===== src/hdl/mipsPkg.sv =====
package mipsPkg;

    localparam int dataWidth = 32;
    localparam int regAddrWidth = 5;
    localparam int byteEnableWidth = dataWidth / 8;

    localparam logic [dataWidth-1:0] resetVector = 32'hBFC0_0000;
    localparam logic [dataWidth-1:0] haltAddress = '0;   // Jump here to stop
    localparam logic [regAddrWidth-1:0] v0Index = 5'd2;

    // Major opcodes, bits 31:26
    typedef enum logic [5:0] {
        opSpecial = 6'd0,
        opJ       = 6'd2,
        opBeq     = 6'd4,
        opBne     = 6'd5,
        opAddiu   = 6'd9,
        opSlti    = 6'd10,
        opSltiu   = 6'd11,
        opAndi    = 6'd12,
        opOri     = 6'd13,
        opXori    = 6'd14,
        opLui     = 6'd15,
        opLw      = 6'd35,
        opSw      = 6'd43
    } opcodeT;

    // SPECIAL function field, bits 5:0
    typedef enum logic [5:0] {
        fnSll  = 6'd0,
        fnSrl  = 6'd2,
        fnSra  = 6'd3,
        fnJr   = 6'd8,
        fnAddu = 6'd33,
        fnSubu = 6'd35,
        fnAnd  = 6'd36,
        fnOr   = 6'd37,
        fnXor  = 6'd38,
        fnSlt  = 6'd42,
        fnSltu = 6'd43
    } functT;

    typedef enum logic [2:0] {
        fetch, decode, execute, memory, writeBack, halted
    } cpuStateT;

    typedef enum logic [3:0] {
        aluAdd, aluSub, aluAnd, aluOr, aluXor, aluSlt, aluSltu,
        aluSll, aluSrl, aluSra, aluLui
    } aluOpT;

    typedef enum logic [2:0] {
        aluReg, aluImm, load, store, branchEq, branchNe, jump, jumpReg
    } instrClassT;

    typedef struct packed {
        instrClassT instrClass;
        aluOpT aluOp;
        logic [regAddrWidth-1:0] rs;
        logic [regAddrWidth-1:0] rt;
        logic [regAddrWidth-1:0] dest;     // rd for R-type, rt otherwise
        logic [4:0] shamt;
        logic [15:0] imm16;
        logic [25:0] target26;
        logic signExt;                     // Zero-extend when low
    } decodedT;

    typedef struct packed {
        logic [dataWidth-1:0] address;
        logic read;
        logic write;
        logic [dataWidth-1:0] writedata;
    } busReqT;

endpackage


===== src/hdl/controlFsm.sv =====
`timescale 1ns/1ps

module controlFsm (
    input  logic clk,
    input  logic reset,
    input  logic waitrequest,
    input  mipsPkg::decodedT decoded,
    input  logic [mipsPkg::dataWidth-1:0] rsValue,
    input  logic [mipsPkg::dataWidth-1:0] rtValue,
    input  logic [mipsPkg::dataWidth-1:0] aluResult,
    input  logic [mipsPkg::dataWidth-1:0] readdata,
    input  logic [mipsPkg::dataWidth-1:0] pc,
    input  logic haltNow,
    output mipsPkg::busReqT busReq,
    output logic irLoad,
    output logic aluLoad,
    output logic pcAdvance,
    output logic regWrite,
    output logic [mipsPkg::dataWidth-1:0] regWriteData,
    output logic readV0,
    output logic active,
    output logic [mipsPkg::dataWidth-1:0] registerV0
);

    mipsPkg::cpuStateT state;
    logic [mipsPkg::dataWidth-1:0] memAddress;
    logic [mipsPkg::dataWidth-1:0] loadData;
    logic isAlu;
    logic isBranch;
    logic isLoad;
    logic isStore;

    assign isAlu = decoded.instrClass inside {mipsPkg::aluReg, mipsPkg::aluImm};
    assign isBranch = decoded.instrClass inside {mipsPkg::branchEq, mipsPkg::branchNe,
                                                 mipsPkg::jump, mipsPkg::jumpReg};
    assign isLoad = (decoded.instrClass == mipsPkg::load);
    assign isStore = (decoded.instrClass == mipsPkg::store);

    // Base plus sign-extended offset
    assign memAddress = rsValue + {{16{decoded.imm16[15]}}, decoded.imm16};

    always_comb begin
        busReq.address = pc;
        busReq.read = 1'b0;
        busReq.write = 1'b0;
        busReq.writedata = '0;
        irLoad = 1'b0;
        aluLoad = 1'b0;
        pcAdvance = 1'b0;
        regWrite = 1'b0;
        readV0 = 1'b0;
        regWriteData = isLoad ? loadData : aluResult;
        case (state)
            mipsPkg::fetch: begin
                busReq.read = !haltNow;   // No fetch from the halt address
                readV0 = haltNow;
                irLoad = !haltNow && !waitrequest;
            end
            mipsPkg::execute: begin
                aluLoad = isAlu;
                pcAdvance = isBranch;   // Branches and jumps end here
            end
            mipsPkg::memory: begin
                busReq.address = memAddress;
                busReq.read = isLoad;
                busReq.write = isStore;
                busReq.writedata = rtValue;
                pcAdvance = isStore && !waitrequest;
            end
            mipsPkg::writeBack: begin
                regWrite = 1'b1;
                pcAdvance = 1'b1;
            end
            mipsPkg::halted: readV0 = 1'b1;
            default: ;
        endcase
    end

    always_ff @(posedge clk) begin
        if (reset) begin
            state <= mipsPkg::fetch;
            active <= 1'b1;
            registerV0 <= '0;
        end else begin
            case (state)
                mipsPkg::fetch: begin
                    if (haltNow) begin
                        state <= mipsPkg::halted;
                        active <= 1'b0;
                        registerV0 <= rsValue;   // rs index forced to v0
                    end else if (!waitrequest) begin
                        state <= mipsPkg::decode;
                    end
                end
                mipsPkg::decode: state <= mipsPkg::execute;
                mipsPkg::execute: begin
                    if (isBranch)
                        state <= mipsPkg::fetch;
                    else if (isLoad || isStore)
                        state <= mipsPkg::memory;
                    else
                        state <= mipsPkg::writeBack;
                end
                mipsPkg::memory: begin
                    if (!waitrequest)
                        state <= isStore ? mipsPkg::fetch : mipsPkg::writeBack;
                end
                mipsPkg::writeBack: state <= mipsPkg::fetch;
                mipsPkg::halted: registerV0 <= rsValue;
                default: state <= mipsPkg::fetch;
            endcase
        end
    end

    // Load word captured on the completing read
    always_ff @(posedge clk) begin
        if (state == mipsPkg::memory && !waitrequest)
            loadData <= readdata;
    end

endmodule


===== src/hdl/instrDecode.sv =====
`timescale 1ns/1ps

module instrDecode (
    input  logic clk,
    input  logic reset,
    input  logic irLoad,
    input  logic [mipsPkg::dataWidth-1:0] readdata,
    output mipsPkg::decodedT decoded
);

    logic [mipsPkg::dataWidth-1:0] ir;
    mipsPkg::opcodeT opcode;
    mipsPkg::functT funct;

    // Cleared IR reads as the no-op SLL $0
    always_ff @(posedge clk) begin
        if (reset)
            ir <= '0;
        else if (irLoad)
            ir <= readdata;
    end

    assign opcode = mipsPkg::opcodeT'(ir[31:26]);
    assign funct = mipsPkg::functT'(ir[5:0]);

    always_comb begin
        decoded.rs = ir[25:21];
        decoded.rt = ir[20:16];
        decoded.dest = ir[20:16];
        decoded.shamt = ir[10:6];
        decoded.imm16 = ir[15:0];
        decoded.target26 = ir[25:0];
        decoded.instrClass = mipsPkg::aluImm;
        decoded.aluOp = mipsPkg::aluAdd;
        decoded.signExt = 1'b1;
        case (opcode)
            mipsPkg::opSpecial: begin
                decoded.instrClass = mipsPkg::aluReg;
                decoded.dest = ir[15:11];
                case (funct)
                    mipsPkg::fnAddu: decoded.aluOp = mipsPkg::aluAdd;
                    mipsPkg::fnSubu: decoded.aluOp = mipsPkg::aluSub;
                    mipsPkg::fnAnd:  decoded.aluOp = mipsPkg::aluAnd;
                    mipsPkg::fnOr:   decoded.aluOp = mipsPkg::aluOr;
                    mipsPkg::fnXor:  decoded.aluOp = mipsPkg::aluXor;
                    mipsPkg::fnSlt:  decoded.aluOp = mipsPkg::aluSlt;
                    mipsPkg::fnSltu: decoded.aluOp = mipsPkg::aluSltu;
                    mipsPkg::fnSll:  decoded.aluOp = mipsPkg::aluSll;
                    mipsPkg::fnSrl:  decoded.aluOp = mipsPkg::aluSrl;
                    mipsPkg::fnSra:  decoded.aluOp = mipsPkg::aluSra;
                    mipsPkg::fnJr:   decoded.instrClass = mipsPkg::jumpReg;
                    default:         decoded.dest = '0;   // Harmless ADDU to $0
                endcase
            end
            mipsPkg::opJ:     decoded.instrClass = mipsPkg::jump;
            mipsPkg::opBeq:   decoded.instrClass = mipsPkg::branchEq;
            mipsPkg::opBne:   decoded.instrClass = mipsPkg::branchNe;
            mipsPkg::opAddiu: decoded.aluOp = mipsPkg::aluAdd;
            mipsPkg::opSlti:  decoded.aluOp = mipsPkg::aluSlt;
            mipsPkg::opSltiu: decoded.aluOp = mipsPkg::aluSltu;
            mipsPkg::opAndi: begin
                decoded.aluOp = mipsPkg::aluAnd;
                decoded.signExt = 1'b0;
            end
            mipsPkg::opOri: begin
                decoded.aluOp = mipsPkg::aluOr;
                decoded.signExt = 1'b0;
            end
            mipsPkg::opXori: begin
                decoded.aluOp = mipsPkg::aluXor;
                decoded.signExt = 1'b0;
            end
            mipsPkg::opLui: decoded.aluOp = mipsPkg::aluLui;
            mipsPkg::opLw:  decoded.instrClass = mipsPkg::load;
            mipsPkg::opSw:  decoded.instrClass = mipsPkg::store;
            default: begin
                // Unsupported opcode becomes ADDU to $0
                decoded.instrClass = mipsPkg::aluReg;
                decoded.dest = '0;
            end
        endcase
    end

endmodule


===== src/hdl/regFile.sv =====
`timescale 1ns/1ps

module regFile (
    input  logic clk,
    input  logic reset,
    input  logic [mipsPkg::regAddrWidth-1:0] rsIndex,
    input  logic [mipsPkg::regAddrWidth-1:0] rtIndex,
    input  logic readV0,
    input  logic regWrite,
    input  logic [mipsPkg::regAddrWidth-1:0] writeIndex,
    input  logic [mipsPkg::dataWidth-1:0] writeData,
    output logic [mipsPkg::dataWidth-1:0] rsValue,
    output logic [mipsPkg::dataWidth-1:0] rtValue
);

    localparam int numRegs = 2 ** mipsPkg::regAddrWidth;

    logic [mipsPkg::dataWidth-1:0] regs [numRegs];
    logic [mipsPkg::regAddrWidth-1:0] rsSel;

    assign rsSel = readV0 ? mipsPkg::v0Index : rsIndex;   // v0 readout on halt

    always_ff @(posedge clk) begin
        if (reset) begin
            for (int i = 0; i < numRegs; i++)
                regs[i] <= '0;
        end else if (regWrite && writeIndex != '0) begin
            regs[writeIndex] <= writeData;
        end
    end

    // $0 hardwired to zero
    assign rsValue = (rsSel == '0) ? '0 : regs[rsSel];
    assign rtValue = (rtIndex == '0) ? '0 : regs[rtIndex];

endmodule


===== src/hdl/alu.sv =====
`timescale 1ns/1ps

module alu (
    input  logic clk,
    input  logic aluLoad,
    input  mipsPkg::decodedT decoded,
    input  logic [mipsPkg::dataWidth-1:0] rsValue,
    input  logic [mipsPkg::dataWidth-1:0] rtValue,
    output logic [mipsPkg::dataWidth-1:0] aluResult
);

    logic [mipsPkg::dataWidth-1:0] immExt;
    logic [mipsPkg::dataWidth-1:0] operandB;
    logic [mipsPkg::dataWidth-1:0] result;

    assign immExt = decoded.signExt ? {{16{decoded.imm16[15]}}, decoded.imm16}
                                    : {16'b0, decoded.imm16};

    // R-type takes rt and everything else the immediate
    assign operandB = (decoded.instrClass == mipsPkg::aluReg) ? rtValue : immExt;

    always_comb begin
        case (decoded.aluOp)
            mipsPkg::aluAdd: result = rsValue + operandB;
            mipsPkg::aluSub: result = rsValue - operandB;
            mipsPkg::aluAnd: result = rsValue & operandB;
            mipsPkg::aluOr:  result = rsValue | operandB;
            mipsPkg::aluXor: result = rsValue ^ operandB;
            mipsPkg::aluSlt: begin
                result = {{(mipsPkg::dataWidth-1){1'b0}},
                          $signed(rsValue) < $signed(operandB)};
            end
            mipsPkg::aluSltu: begin
                result = {{(mipsPkg::dataWidth-1){1'b0}}, rsValue < operandB};
            end
            // Shifts work on rt by shamt
            mipsPkg::aluSll: result = rtValue << decoded.shamt;
            mipsPkg::aluSrl: result = rtValue >> decoded.shamt;
            mipsPkg::aluSra: result = $signed(rtValue) >>> decoded.shamt;
            mipsPkg::aluLui: result = {decoded.imm16, 16'b0};
            default:         result = '0;
        endcase
    end

    // Captured at the end of execute
    always_ff @(posedge clk) begin
        if (aluLoad)
            aluResult <= result;
    end

endmodule


===== src/hdl/pcUnit.sv =====
`timescale 1ns/1ps

module pcUnit (
    input  logic clk,
    input  logic reset,
    input  logic pcAdvance,
    input  mipsPkg::decodedT decoded,
    input  logic [mipsPkg::dataWidth-1:0] rsValue,
    input  logic [mipsPkg::dataWidth-1:0] rtValue,
    output logic [mipsPkg::dataWidth-1:0] pc,
    output logic haltNow
);

    logic [mipsPkg::dataWidth-1:0] pcPlus4;
    logic [mipsPkg::dataWidth-1:0] branchOffset;
    logic [mipsPkg::dataWidth-1:0] targetNow;
    logic [mipsPkg::dataWidth-1:0] pendingTarget;
    logic takenNow;
    logic pendingValid;   // Target waits for the delay slot

    assign pcPlus4 = pc + 32'd4;
    assign branchOffset = {{14{decoded.imm16[15]}}, decoded.imm16, 2'b00};

    // Only meaningful while a branch or jump sits in execute
    always_comb begin
        takenNow = 1'b0;
        targetNow = pcPlus4 + branchOffset;
        case (decoded.instrClass)
            mipsPkg::branchEq: takenNow = (rsValue == rtValue);
            mipsPkg::branchNe: takenNow = (rsValue != rtValue);
            mipsPkg::jump: begin
                takenNow = 1'b1;
                targetNow = {pcPlus4[31:28], decoded.target26, 2'b00};
            end
            mipsPkg::jumpReg: begin
                takenNow = 1'b1;
                targetNow = rsValue;
            end
            default: ;
        endcase
    end

    always_ff @(posedge clk) begin
        if (reset) begin
            pc <= mipsPkg::resetVector;
            pendingValid <= 1'b0;
        end else if (pcAdvance) begin
            pc <= pendingValid ? pendingTarget : pcPlus4;
            pendingValid <= takenNow;
        end
    end

    always_ff @(posedge clk) begin
        if (pcAdvance && takenNow)
            pendingTarget <= targetNow;
    end

    assign haltNow = (pc == mipsPkg::haltAddress);

endmodule


===== src/hdl/mipsCpuBus.sv =====
`timescale 1ns/1ps

module mipsCpuBus (
    input  logic clk,
    input  logic reset,
    output logic active,
    output logic [mipsPkg::dataWidth-1:0] registerV0,

    // Avalon-MM master
    output logic [mipsPkg::dataWidth-1:0] address,
    output logic write,
    output logic read,
    input  logic waitrequest,
    output logic [mipsPkg::dataWidth-1:0] writedata,
    output logic [mipsPkg::byteEnableWidth-1:0] byteenable,
    input  logic [mipsPkg::dataWidth-1:0] readdata
);

    mipsPkg::busReqT busReq;
    mipsPkg::decodedT decoded;
    logic [mipsPkg::dataWidth-1:0] rsValue;
    logic [mipsPkg::dataWidth-1:0] rtValue;
    logic [mipsPkg::dataWidth-1:0] aluResult;
    logic [mipsPkg::dataWidth-1:0] pc;
    logic [mipsPkg::dataWidth-1:0] regWriteData;
    logic haltNow;
    logic irLoad;
    logic aluLoad;
    logic pcAdvance;
    logic regWrite;
    logic readV0;

    assign address = busReq.address;
    assign read = busReq.read;
    assign write = busReq.write;
    assign writedata = busReq.writedata;
    assign byteenable = '1;   // Word accesses only

    controlFsm controlFsm_i (
        .clk(clk), .reset(reset), .waitrequest(waitrequest),
        .decoded(decoded), .rsValue(rsValue), .rtValue(rtValue),
        .aluResult(aluResult), .readdata(readdata), .pc(pc), .haltNow(haltNow),
        .busReq(busReq), .irLoad(irLoad), .aluLoad(aluLoad), .pcAdvance(pcAdvance),
        .regWrite(regWrite), .regWriteData(regWriteData), .readV0(readV0),
        .active(active), .registerV0(registerV0)
    );

    instrDecode instrDecode_i (
        .clk(clk), .reset(reset), .irLoad(irLoad), .readdata(readdata),
        .decoded(decoded)
    );

    regFile regFile_i (
        .clk(clk), .reset(reset), .rsIndex(decoded.rs), .rtIndex(decoded.rt),
        .readV0(readV0), .regWrite(regWrite), .writeIndex(decoded.dest),
        .writeData(regWriteData), .rsValue(rsValue), .rtValue(rtValue)
    );

    alu alu_i (
        .clk(clk), .aluLoad(aluLoad), .decoded(decoded),
        .rsValue(rsValue), .rtValue(rtValue), .aluResult(aluResult)
    );

    pcUnit pcUnit_i (
        .clk(clk), .reset(reset), .pcAdvance(pcAdvance), .decoded(decoded),
        .rsValue(rsValue), .rtValue(rtValue), .pc(pc), .haltNow(haltNow)
    );

endmodule


===== config.mk =====
export PLATFORM = sky130hd
export DESIGN_NAME = mipsCpuBus
export DESIGN_NICKNAME = d
export VERILOG_FILES = /design/src/hdl/mipsPkg.sv /design/src/hdl/controlFsm.sv /design/src/hdl/instrDecode.sv /design/src/hdl/regFile.sv /design/src/hdl/alu.sv /design/src/hdl/pcUnit.sv /design/src/hdl/mipsCpuBus.sv
export SDC_FILE = /design/constraint.sdc
export NUM_CORES = 2
export LEC_CHECK = 0
export BUFFER_PORTS_ARGS = -buffer_cell sky130_fd_sc_hd__buf_2
export CORE_AREA = 2 2 524 526
export CTS_CLUSTER_SIZE = 14
export DETAILED_ROUTE_END_ITERATION = 8
export DIE_AREA = 0 0 526 528
export PLACE_DENSITY = 0.5
export SYNTH_ARGS = -nofsm -noshare
export SYNTH_HDL_FRONTEND = slang
export SYNTH_HIERARCHICAL = 1
export SYNTH_SLANG_ARGS = --single-unit

===== constraint.sdc =====
create_clock -name clk -period 6.8 [get_ports clk]
set_clock_uncertainty 0.2 [all_clocks]
set_input_delay 1.02 -clock clk [delete_from_list [all_inputs] [get_ports clk]]
set_output_delay 1.02 -clock clk [all_outputs]
set_load 0.01 [all_outputs]

Word level (Yosys, flattened, before mapping)
Memories as Yosys holds them, arrays and structs flattened. A register that Yosys moved wholly into a read port is not among the register bits.
Cells that the tools add are included.
Widths: inputs -> output; s select.
{"block": "totals", "reg_bits": 197, "latchBits": 0, "mem_bits_rw": 1024, "romBits": 0, "inputBits": 35, "out_inout_bits": 103, "elab_cells": 145, "memories": 1}
{"block": "classes", "n_addsub": 5, "mul": 0, "div": 0, "order_cmp": 2, "eq_ne": 49, "shifts": 3, "muxes": 43, "bitwise": 4, "reduce_logical": 29}
{"memory": "regFile_i.regs", "words": 32, "word_bits": 32, "read_ports": 2, "rd_ports_with_merged_regs": 1, "wr": 32, "line_no": "regFile.sv:18", "rtl": "logic [mipsPkg::dataWidth-1:0] regs [numRegs];"}
{"operator": "$pmux 32 s11", "n": 1}
{"operator": "$mux 32", "n": 9}
{"operator": "$pmux 32 s2", "n": 2}
{"operator": "$add 32x32->32", "n": 3}
{"operator": "$lt 32x32->1", "n": 2}
{"operator": "$eq 6x6->1 const B", "n": 9}
{"operator": "$eq 6x4->1 const B", "n": 8}
{"operator": "$pmux 4 s9", "n": 1}
{"operator": "$mux 33", "n": 1}
{"operator": "$add 32x3->32 const B", "n": 1}
{"operator": "$and 32x32->32", "n": 1}
{"operator": "$eq 32x32->1", "n": 1}
{"operator": "$logic_not 32->1", "n": 1}
{"operator": "$ne 32x32->1", "n": 1}
{"operator": "$or 32x32->32", "n": 1}
{"operator": "$reduce_or 32->1", "n": 1}
{"operator": "$shl 32x5->32", "n": 1}
{"operator": "$shr 32x5->32", "n": 1}
{"operator": "$sshr 32x5->32", "n": 1}
{"operator": "$sub 32x32->32", "n": 1}
{"operator": "$xor 32x32->32", "n": 1}
{"operator": "$pmux 4 s7", "n": 1}
{"operator": "$mux 5", "n": 5}
{"operator": "$mux 3", "n": 7}
{"operator": "36 further kinds", "n": 74}

Depth between registers and ports, before layout
{"block": "depth", "depth_word": 11, "depth_mapped": 32}

Modules after synthesis
Netlist, hierarchy kept.
{"module": "regFile", "instances": 1, "cells_per_inst": 3979, "area_each_um2": 54966.5}
{"module": "alu", "instances": 1, "cells_per_inst": 1433, "area_each_um2": 10612.7}
{"module": "pcUnit", "instances": 1, "cells_per_inst": 723, "area_each_um2": 5904.4}
{"module": "controlFsm", "instances": 1, "cells_per_inst": 610, "area_each_um2": 5061.1}
{"module": "instrDecode", "instances": 1, "cells_per_inst": 243, "area_each_um2": 2019.4}
{"module": "mipsCpuBus", "instances": 1, "cells_per_inst": 5, "area_each_um2": 33.8}

Least setup slack after synthesis
OpenSTA, ideal clock, no wires.
{"block": "synth_timing", "path_type": "register to output", "start": "register pcUnit_i/pc[2] (netlist bit)", "end": "output port address[31] (netlist bit)", "t_arrival_ns": 5.384, "required_time_ns": 5.580, "path_slack_ns": 0.196, "stages_incl_launch_ff": 27, "cell_sequence": "dfxtp_1 inv_1 ha_1 nor4b_1 nand4_1 nor2_1 nand2_1 a21o_1 clkbuf_1 inv_1 buf_1 buf_2 nor2b_1 nand2_1 clkbuf_1 o22ai_1 nor3_1 a211oi_1 o21ai_0 ha_1 nand3_1 a211oi_2 a21oi_1 o41ai_4 a41oi_1 xnor2_1 o21ai_0"}
{"block": "synth_between", "elab_chain_cells": 7}
{"item": "from (decl)", "line_no": "pcUnit.sv:10", "rtl": "output logic [mipsPkg::dataWidth-1:0] pc,"}
{"item": "from (signal assigned)", "line_no": "pcUnit.sv:45", "rtl": "pc <= mipsPkg::resetVector;"}
{"item": "from (signal assigned)", "line_no": "pcUnit.sv:48", "rtl": "pc <= pendingValid ? pendingTarget : pcPlus4;"}
{"item": "$logic_not 32->1 (*)", "line_no": "pcUnit.sv:58", "rtl": "assign haltNow = (pc == mipsPkg::haltAddress);"}
{"item": "net haltNow", "line_no": "mipsCpuBus.sv:26", "rtl": "logic haltNow;"}
{"item": "$pmux 1 s2 (*)", "line_no": "controlFsm.sv:53", "rtl": "case (state)"}
{"item": "net readV0", "line_no": "mipsCpuBus.sv:31", "rtl": "logic readV0;"}
{"item": "$mux 5 (*)", "line_no": "regFile.sv:21", "rtl": "assign rsSel = readV0 ? mipsPkg::v0Index : rsIndex;"}
{"item": "$mem_v2 32x32 / $logic_not 5->1 (equally long branches)"}
{"item": "$mux 32 (*)", "line_no": "regFile.sv:33", "rtl": "assign rsValue = (rsSel == '0) ? '0 : regs[rsSel];"}
{"item": "net rsValue, one bit", "line_no": "mipsCpuBus.sv:21", "rtl": "logic [mipsPkg::dataWidth-1:0] rsValue;"}
{"item": "$add 32x32->32 (*)", "line_no": "controlFsm.sv:40", "rtl": "assign memAddress = rsValue + {{16{decoded.imm16[15]}}, decoded.imm16};"}
{"item": "$mux 32 (*)", "line_no": "controlFsm.sv:53"}
{"item": "to (decl)", "line_no": "mipsCpuBus.sv:10", "rtl": "output logic [mipsPkg::dataWidth-1:0] address,"}
Mark *: on every way through the listed nets, which the timed path passes. The rest lies on a longest branch.

Worst setup path after layout
{"block": "layout_timing", "start": "register pcUnit_i/pc[17] (netlist bit)", "end": "output port address[28] (netlist bit)"}
Same word-level chain as after synthesis.

==> metrics.txt <==
# TYPE chip_impl_metric gauge
chip_impl_info{name="status",value="finished with violations"} 1
chip_impl_info{name="violations",value="negative setup slack"} 1
chip_impl_metric{name="detailed_place_hpwl",unit="mm"} 259
chip_impl_metric{name="synth_enable_flop_cells",unit=""} 1120
chip_impl_metric{name="core_region_area",unit="µm²"} 272000
chip_impl_metric{name="number_of_sinks_driven_by_the_clock_tree",unit=""} 1221
chip_impl_metric{name="mappedNetlistArea",unit="µm²"} 78600
chip_impl_info{name="post-synth-top-count-cell",value="sky130_fd_sc_hd__edfxtp_1"} 1
chip_impl_metric{name="first_global_vias",unit=""} 62912
chip_impl_metric{name="final.setup.worst_slack",unit="ps"} -406
chip_impl_metric{name="die_x",unit="µm"} 526
chip_impl_metric{name="top_level_ports",unit=""} 138
chip_impl_info{name="synth_ff_type",value="sky130_fd_sc_hd__edfxtp_1"} 1
chip_impl_metric{name="finalPower",unit="mW"} 29.0
chip_impl_metric{name="cellPowerDensity",unit="nW/µm²"} 306
chip_impl_info{name="cts_tree",value="done"} 1
chip_impl_info{name="start_kind",value="register"} 1
chip_impl_info{name="rsz_0062_raised_after_global_routing",value="yes"} 1
chip_impl_metric{name="area_growth",unit="%"} 20.7
chip_impl_metric{name="viasPerCell",unit=""} 5.79
chip_impl_metric{name="die_y",unit="µm"} 528
chip_impl_metric{name="clkLatencyLatePin",unit="ps"} 840
chip_impl_metric{name="maxSlewViolCount",unit=""} 0
chip_impl_metric{name="avgRoutedWirePerCell",unit="µm"} 33.1
chip_impl_metric{name="detailroute.via_count",unit=""} 64993
chip_impl_metric{name="drt-pass1-iter-count",unit=""} 8
chip_impl_metric{name="grt_antenna_before_repair",unit=""} 50
chip_impl_metric{name="synth_cells",unit=""} 6993
chip_impl_metric{name="required",unit="ps"} 5580
chip_impl_info{name="setup.worst_path.end_class",value="output port"} 1
chip_impl_metric{name="gr-usage-all-layers",unit=""} 0.259
chip_impl_metric{name="final_layout_size_suffix_gt1_frac",unit=""} 0.285
chip_impl_info{name="timing.critical_path.max_delay_family",value="simple AND/OR/NAND/NOR gates"} 1
chip_impl_metric{name="leakagePower",unit="nW"} 35.0
chip_impl_info{name="synth.top_cells.by_area",value="sky130_fd_sc_hd__edfxtp_1, sky130_fd_sc_hd__mux4_2, sky130_fd_sc_hd__and2_1, sky130_fd_sc_hd__mux2i_1, sky130_fd_sc_hd__ha_1"} 1
chip_impl_info{name="clockRootBuffer",value="sky130_fd_sc_hd__clkbuf_16"} 1
chip_impl_metric{name="worst-endpoint-arrival",unit="ps"} 5990
chip_impl_metric{name="period_needed",unit="ps"} 7210
chip_impl_metric{name="cell_internal_pwr",unit="mW"} 17.6
chip_impl_info{name="critical_path.slowest_cell",value="sky130_fd_sc_hd__or4_4"} 1
chip_impl_metric{name="finalInstanceArea",unit="µm²"} 94900
chip_impl_info{name="critical-path-top-cell-by-count",value="sky130_fd_sc_hd__buf_12"} 1
chip_impl_metric{name="power.share.combinational",unit=""} 0.426
chip_impl_metric{name="max_clock_freq",unit="MHz"} 139
chip_impl_metric{name="grt_start_max_net_pins",unit=""} 93
chip_impl_metric{name="initial_core_utilization",unit=""} 0.289
chip_impl_metric{name="clkSlewWorstSetupHoldPaths",unit="ps"} 70
chip_impl_metric{name="antenna_violating_nets_post_route",unit=""} 0
chip_impl_metric{name="multi_input_area",unit="µm²"} 40900
chip_impl_metric{name="postSynthAreaPerCell",unit="µm²"} 11.2
chip_impl_metric{name="postRouteWirelength",unit="mm"} 371
chip_impl_metric{name="power.sequential.fraction",unit=""} 0.304
chip_impl_metric{name="grt.overflow.total",unit=""} 0
chip_impl_metric{name="maxCapViolCount",unit=""} 0
chip_impl_metric{name="place_congestion",unit=""} 0.998
chip_impl_metric{name="sequential_cell_area",unit="µm²"} 35700
chip_impl_info{name="setup.worst_path.class",value="register to output port"} 1
chip_impl_metric{name="cp_max_fo",unit=""} 11
chip_impl_metric{name="tightest_slew_margin_relative_to_the_limit",unit=""} 0.163
chip_impl_metric{name="switching_power",unit="mW"} 11.4
chip_impl_metric{name="postSynthRegisterBits",unit=""} 1221
chip_impl_metric{name="final-setup-viol-count",unit=""} 21
chip_impl_info{name="min-delay-path-class",value="input pin to register"} 1
chip_impl_metric{name="irDropWorstVdd",unit="mV"} 0.219
chip_impl_metric{name="synth_top_area_share",unit=""} 0.428
chip_impl_metric{name="detailed_router_s_first_iteration_violation_count",unit=""} 9099
chip_impl_metric{name="htreeDepth",unit=""} 4
chip_impl_metric{name="power.clock.fraction",unit=""} 0.270
chip_impl_metric{name="grt_pass1_wl",unit="mm"} 508
chip_impl_metric{name="async_reset_ff_frac",unit=""} 0
chip_impl_metric{name="seq_area_frac_synth",unit=""} 0.454
chip_impl_metric{name="design.final.nets",unit=""} 7725
chip_impl_metric{name="crit_path_max_incr_delay",unit="ps"} 450
chip_impl_metric{name="post-route-period-util",unit=""} 1.06
chip_impl_metric{name="total_drc_errors_in_the_routed_layout",unit=""} 0
chip_impl_info{name="yosys.area.top_type",value="sky130_fd_sc_hd__edfxtp_1"} 1
chip_impl_metric{name="synth_cell_type_count",unit=""} 113
chip_impl_metric{name="filler_cell_count",unit=""} 27115
chip_impl_metric{name="place.port_buffers",unit=""} 133
chip_impl_metric{name="hold_buffers",unit=""} 0
chip_impl_metric{name="floorplan.rows",unit=""} 192
chip_impl_metric{name="cts_buffers",unit=""} 141
chip_impl_metric{name="die_area",unit="µm²"} 278000
chip_impl_metric{name="buffers_and_inverters_on_the_worst_path",unit=""} 9
chip_impl_metric{name="clockBufferDepth",unit=""} 3
chip_impl_metric{name="worst-slew-pin-transition",unit="ps"} 1250
chip_impl_metric{name="final_hold_viol_count",unit=""} 0
chip_impl_metric{name="synth.yosys.warnings",unit=""} 6
chip_impl_metric{name="timing.reg2reg.setup_slack",unit="ps"} 150
chip_impl_metric{name="placement.cell_area",unit="µm²"} 88400
chip_impl_info{name="synth_commonest_cells",value="sky130_fd_sc_hd__edfxtp_1, sky130_fd_sc_hd__and2_1, sky130_fd_sc_hd__nor2_1"} 1
chip_impl_metric{name="power_switching_share",unit=""} 0.394
through the flow:
step | util | hold slack (ps) | worst slack (ps) | TNS [ps] | std cells
5_1_grt | 0.348 | 156 | -565 | -8550 | 11225
4_1_cts | 0.345 | 138 | -425 | -8020 | 11214
3_3_place_gp | 0.325 | 237 | -524 | -9360 | 10944
3_5_place_dp | 0.325 | 245 | -489 | -8760 | 10944
2_1_floorplan | - | 261 | 196 | 0 | 7027
6_report | 0.348 | 177 | -406 | -4720 | 11229
worst paths after layout:
kind	cells past startpoint	end	from
worst max-delay path	26	address[28]	pcUnit_i/pc[17]
worst min-delay path	1	controlFsm_i/loadData[2]	readdata[2]
worst max register to register	30	alu_i/aluResult[26]	pcUnit_i/pc[17]
worst min register to register	2	controlFsm_i/registerV0[26]	controlFsm_i/registerV0[26]
power groups by stage:
stage	combinational (mW)	sequential (mW)	clock (mW)
after floorplan	5.87	8.81	0
after global placement	11.6	8.95	0
after detailed placement	11.6	8.96	0
after CTS	11.8	8.81	7.91
after global routing	12.8	8.84	8.18
final	12.4	8.82	7.82
placed cells by master (no fill, tap or decap), drive strengths merged, types with 30 or more instances in the layout:
| cell type | instances |
|---|---|
| edfxtp | 1120 |
| buf | 1050 |
| and2 | 1010 |
| nor2 | 429 |
| nand2 | 409 |
| mux4 | 406 |
| a21oi | 320 |
| mux2i | 289 |
| o21ai | 288 |
| inv | 183 |
| clkbuf | 183 |
| ha | 165 |
| mux2 | 139 |
| o22ai | 120 |
| nor3 | 116 |
| a211oi | 101 |
| dfxtp | 101 |
| o221ai | 96 |
| xor2 | 67 |
| nor2b | 67 |
| nand3 | 65 |
| clkinv | 61 |
| and3 | 54 |
| a21o | 53 |
| or2 | 50 |
| xnor2 | 47 |
| o211ai | 45 |
| conb | 36 |
| a221oi | 36 |
| a31oi | 36 |
| o21bai | 34 |
| nor4 | 33 |
| o21a | 30 |
worst reg2reg max path, delay by kind of cell (launching register included):
kind | cells | cell delay [ps]
compound gates | 11 | 2380
buf+inv | 10 | 1570
simple gates | 8 | 1440
fa+ha+maj | 1 | 480
flops | 1 | 330
per-layer routing:
layer,vias to the layer above,part of all wire,track usage
li1,27141,-,-
met1,33245,0.41,0.350
met2,3912,0.44,0.392
met3,685,0.10,0.0570
met4,10,0.053,0.119
met5,-,0.00019,0
state kept, by name, summed over array words and instances (netlist names):
name and cells:
instrDecode_i/ir 32, controlFsm_i/loadData 32, alu_i/aluResult 32, controlFsm_i/active 1, controlFsm_i/registerV0 32, regFile_i/regs 1024, controlFsm_i/state 3, pcUnit_i/pc 32
pcUnit_i/pendingValid 1, pcUnit_i/pendingTarget 32
cell families (layout without fill, tap and decap cells):
kind of cell,count (synthesis),in the layout,synth area share
DFF,1221,1221,0.454
adders and majority gates,169,169,0.0273
and+or+nand+nor,2356,2356,0.160
other,2,41,0.0000955
xor gates and xnor gates,114,114,0.0129
muxes,834,834,0.174
AOI/OAI and AO/OA,1418,1418,0.122
buffers and inverters,879,1487,0.0510
cell type report:
| type | count | area share |
|---|---|---|
| Multi-Input combinational cell | 4927 | 0.431 |
| Sequential cell | 1221 | 0.376 |
| Timing Repair Buffer | 1052 | 0.0893 |
| Tap cell | 3589 | 0.0473 |
| Clock buffer | 181 | 0.0401 |
| Clock inverter | 76 | 0.00878 |
| Inverter | 178 | 0.00712 |
| Antenna cell | 5 | 0.000132 |
timing repair:
action	in CTS	in global routing
endpoints found under the setup margin	47	41
resized for setup	177	165
cloned	0	2
pin swaps	40	67
setup buffers	14	13
(Power assumes the default switching activity.)
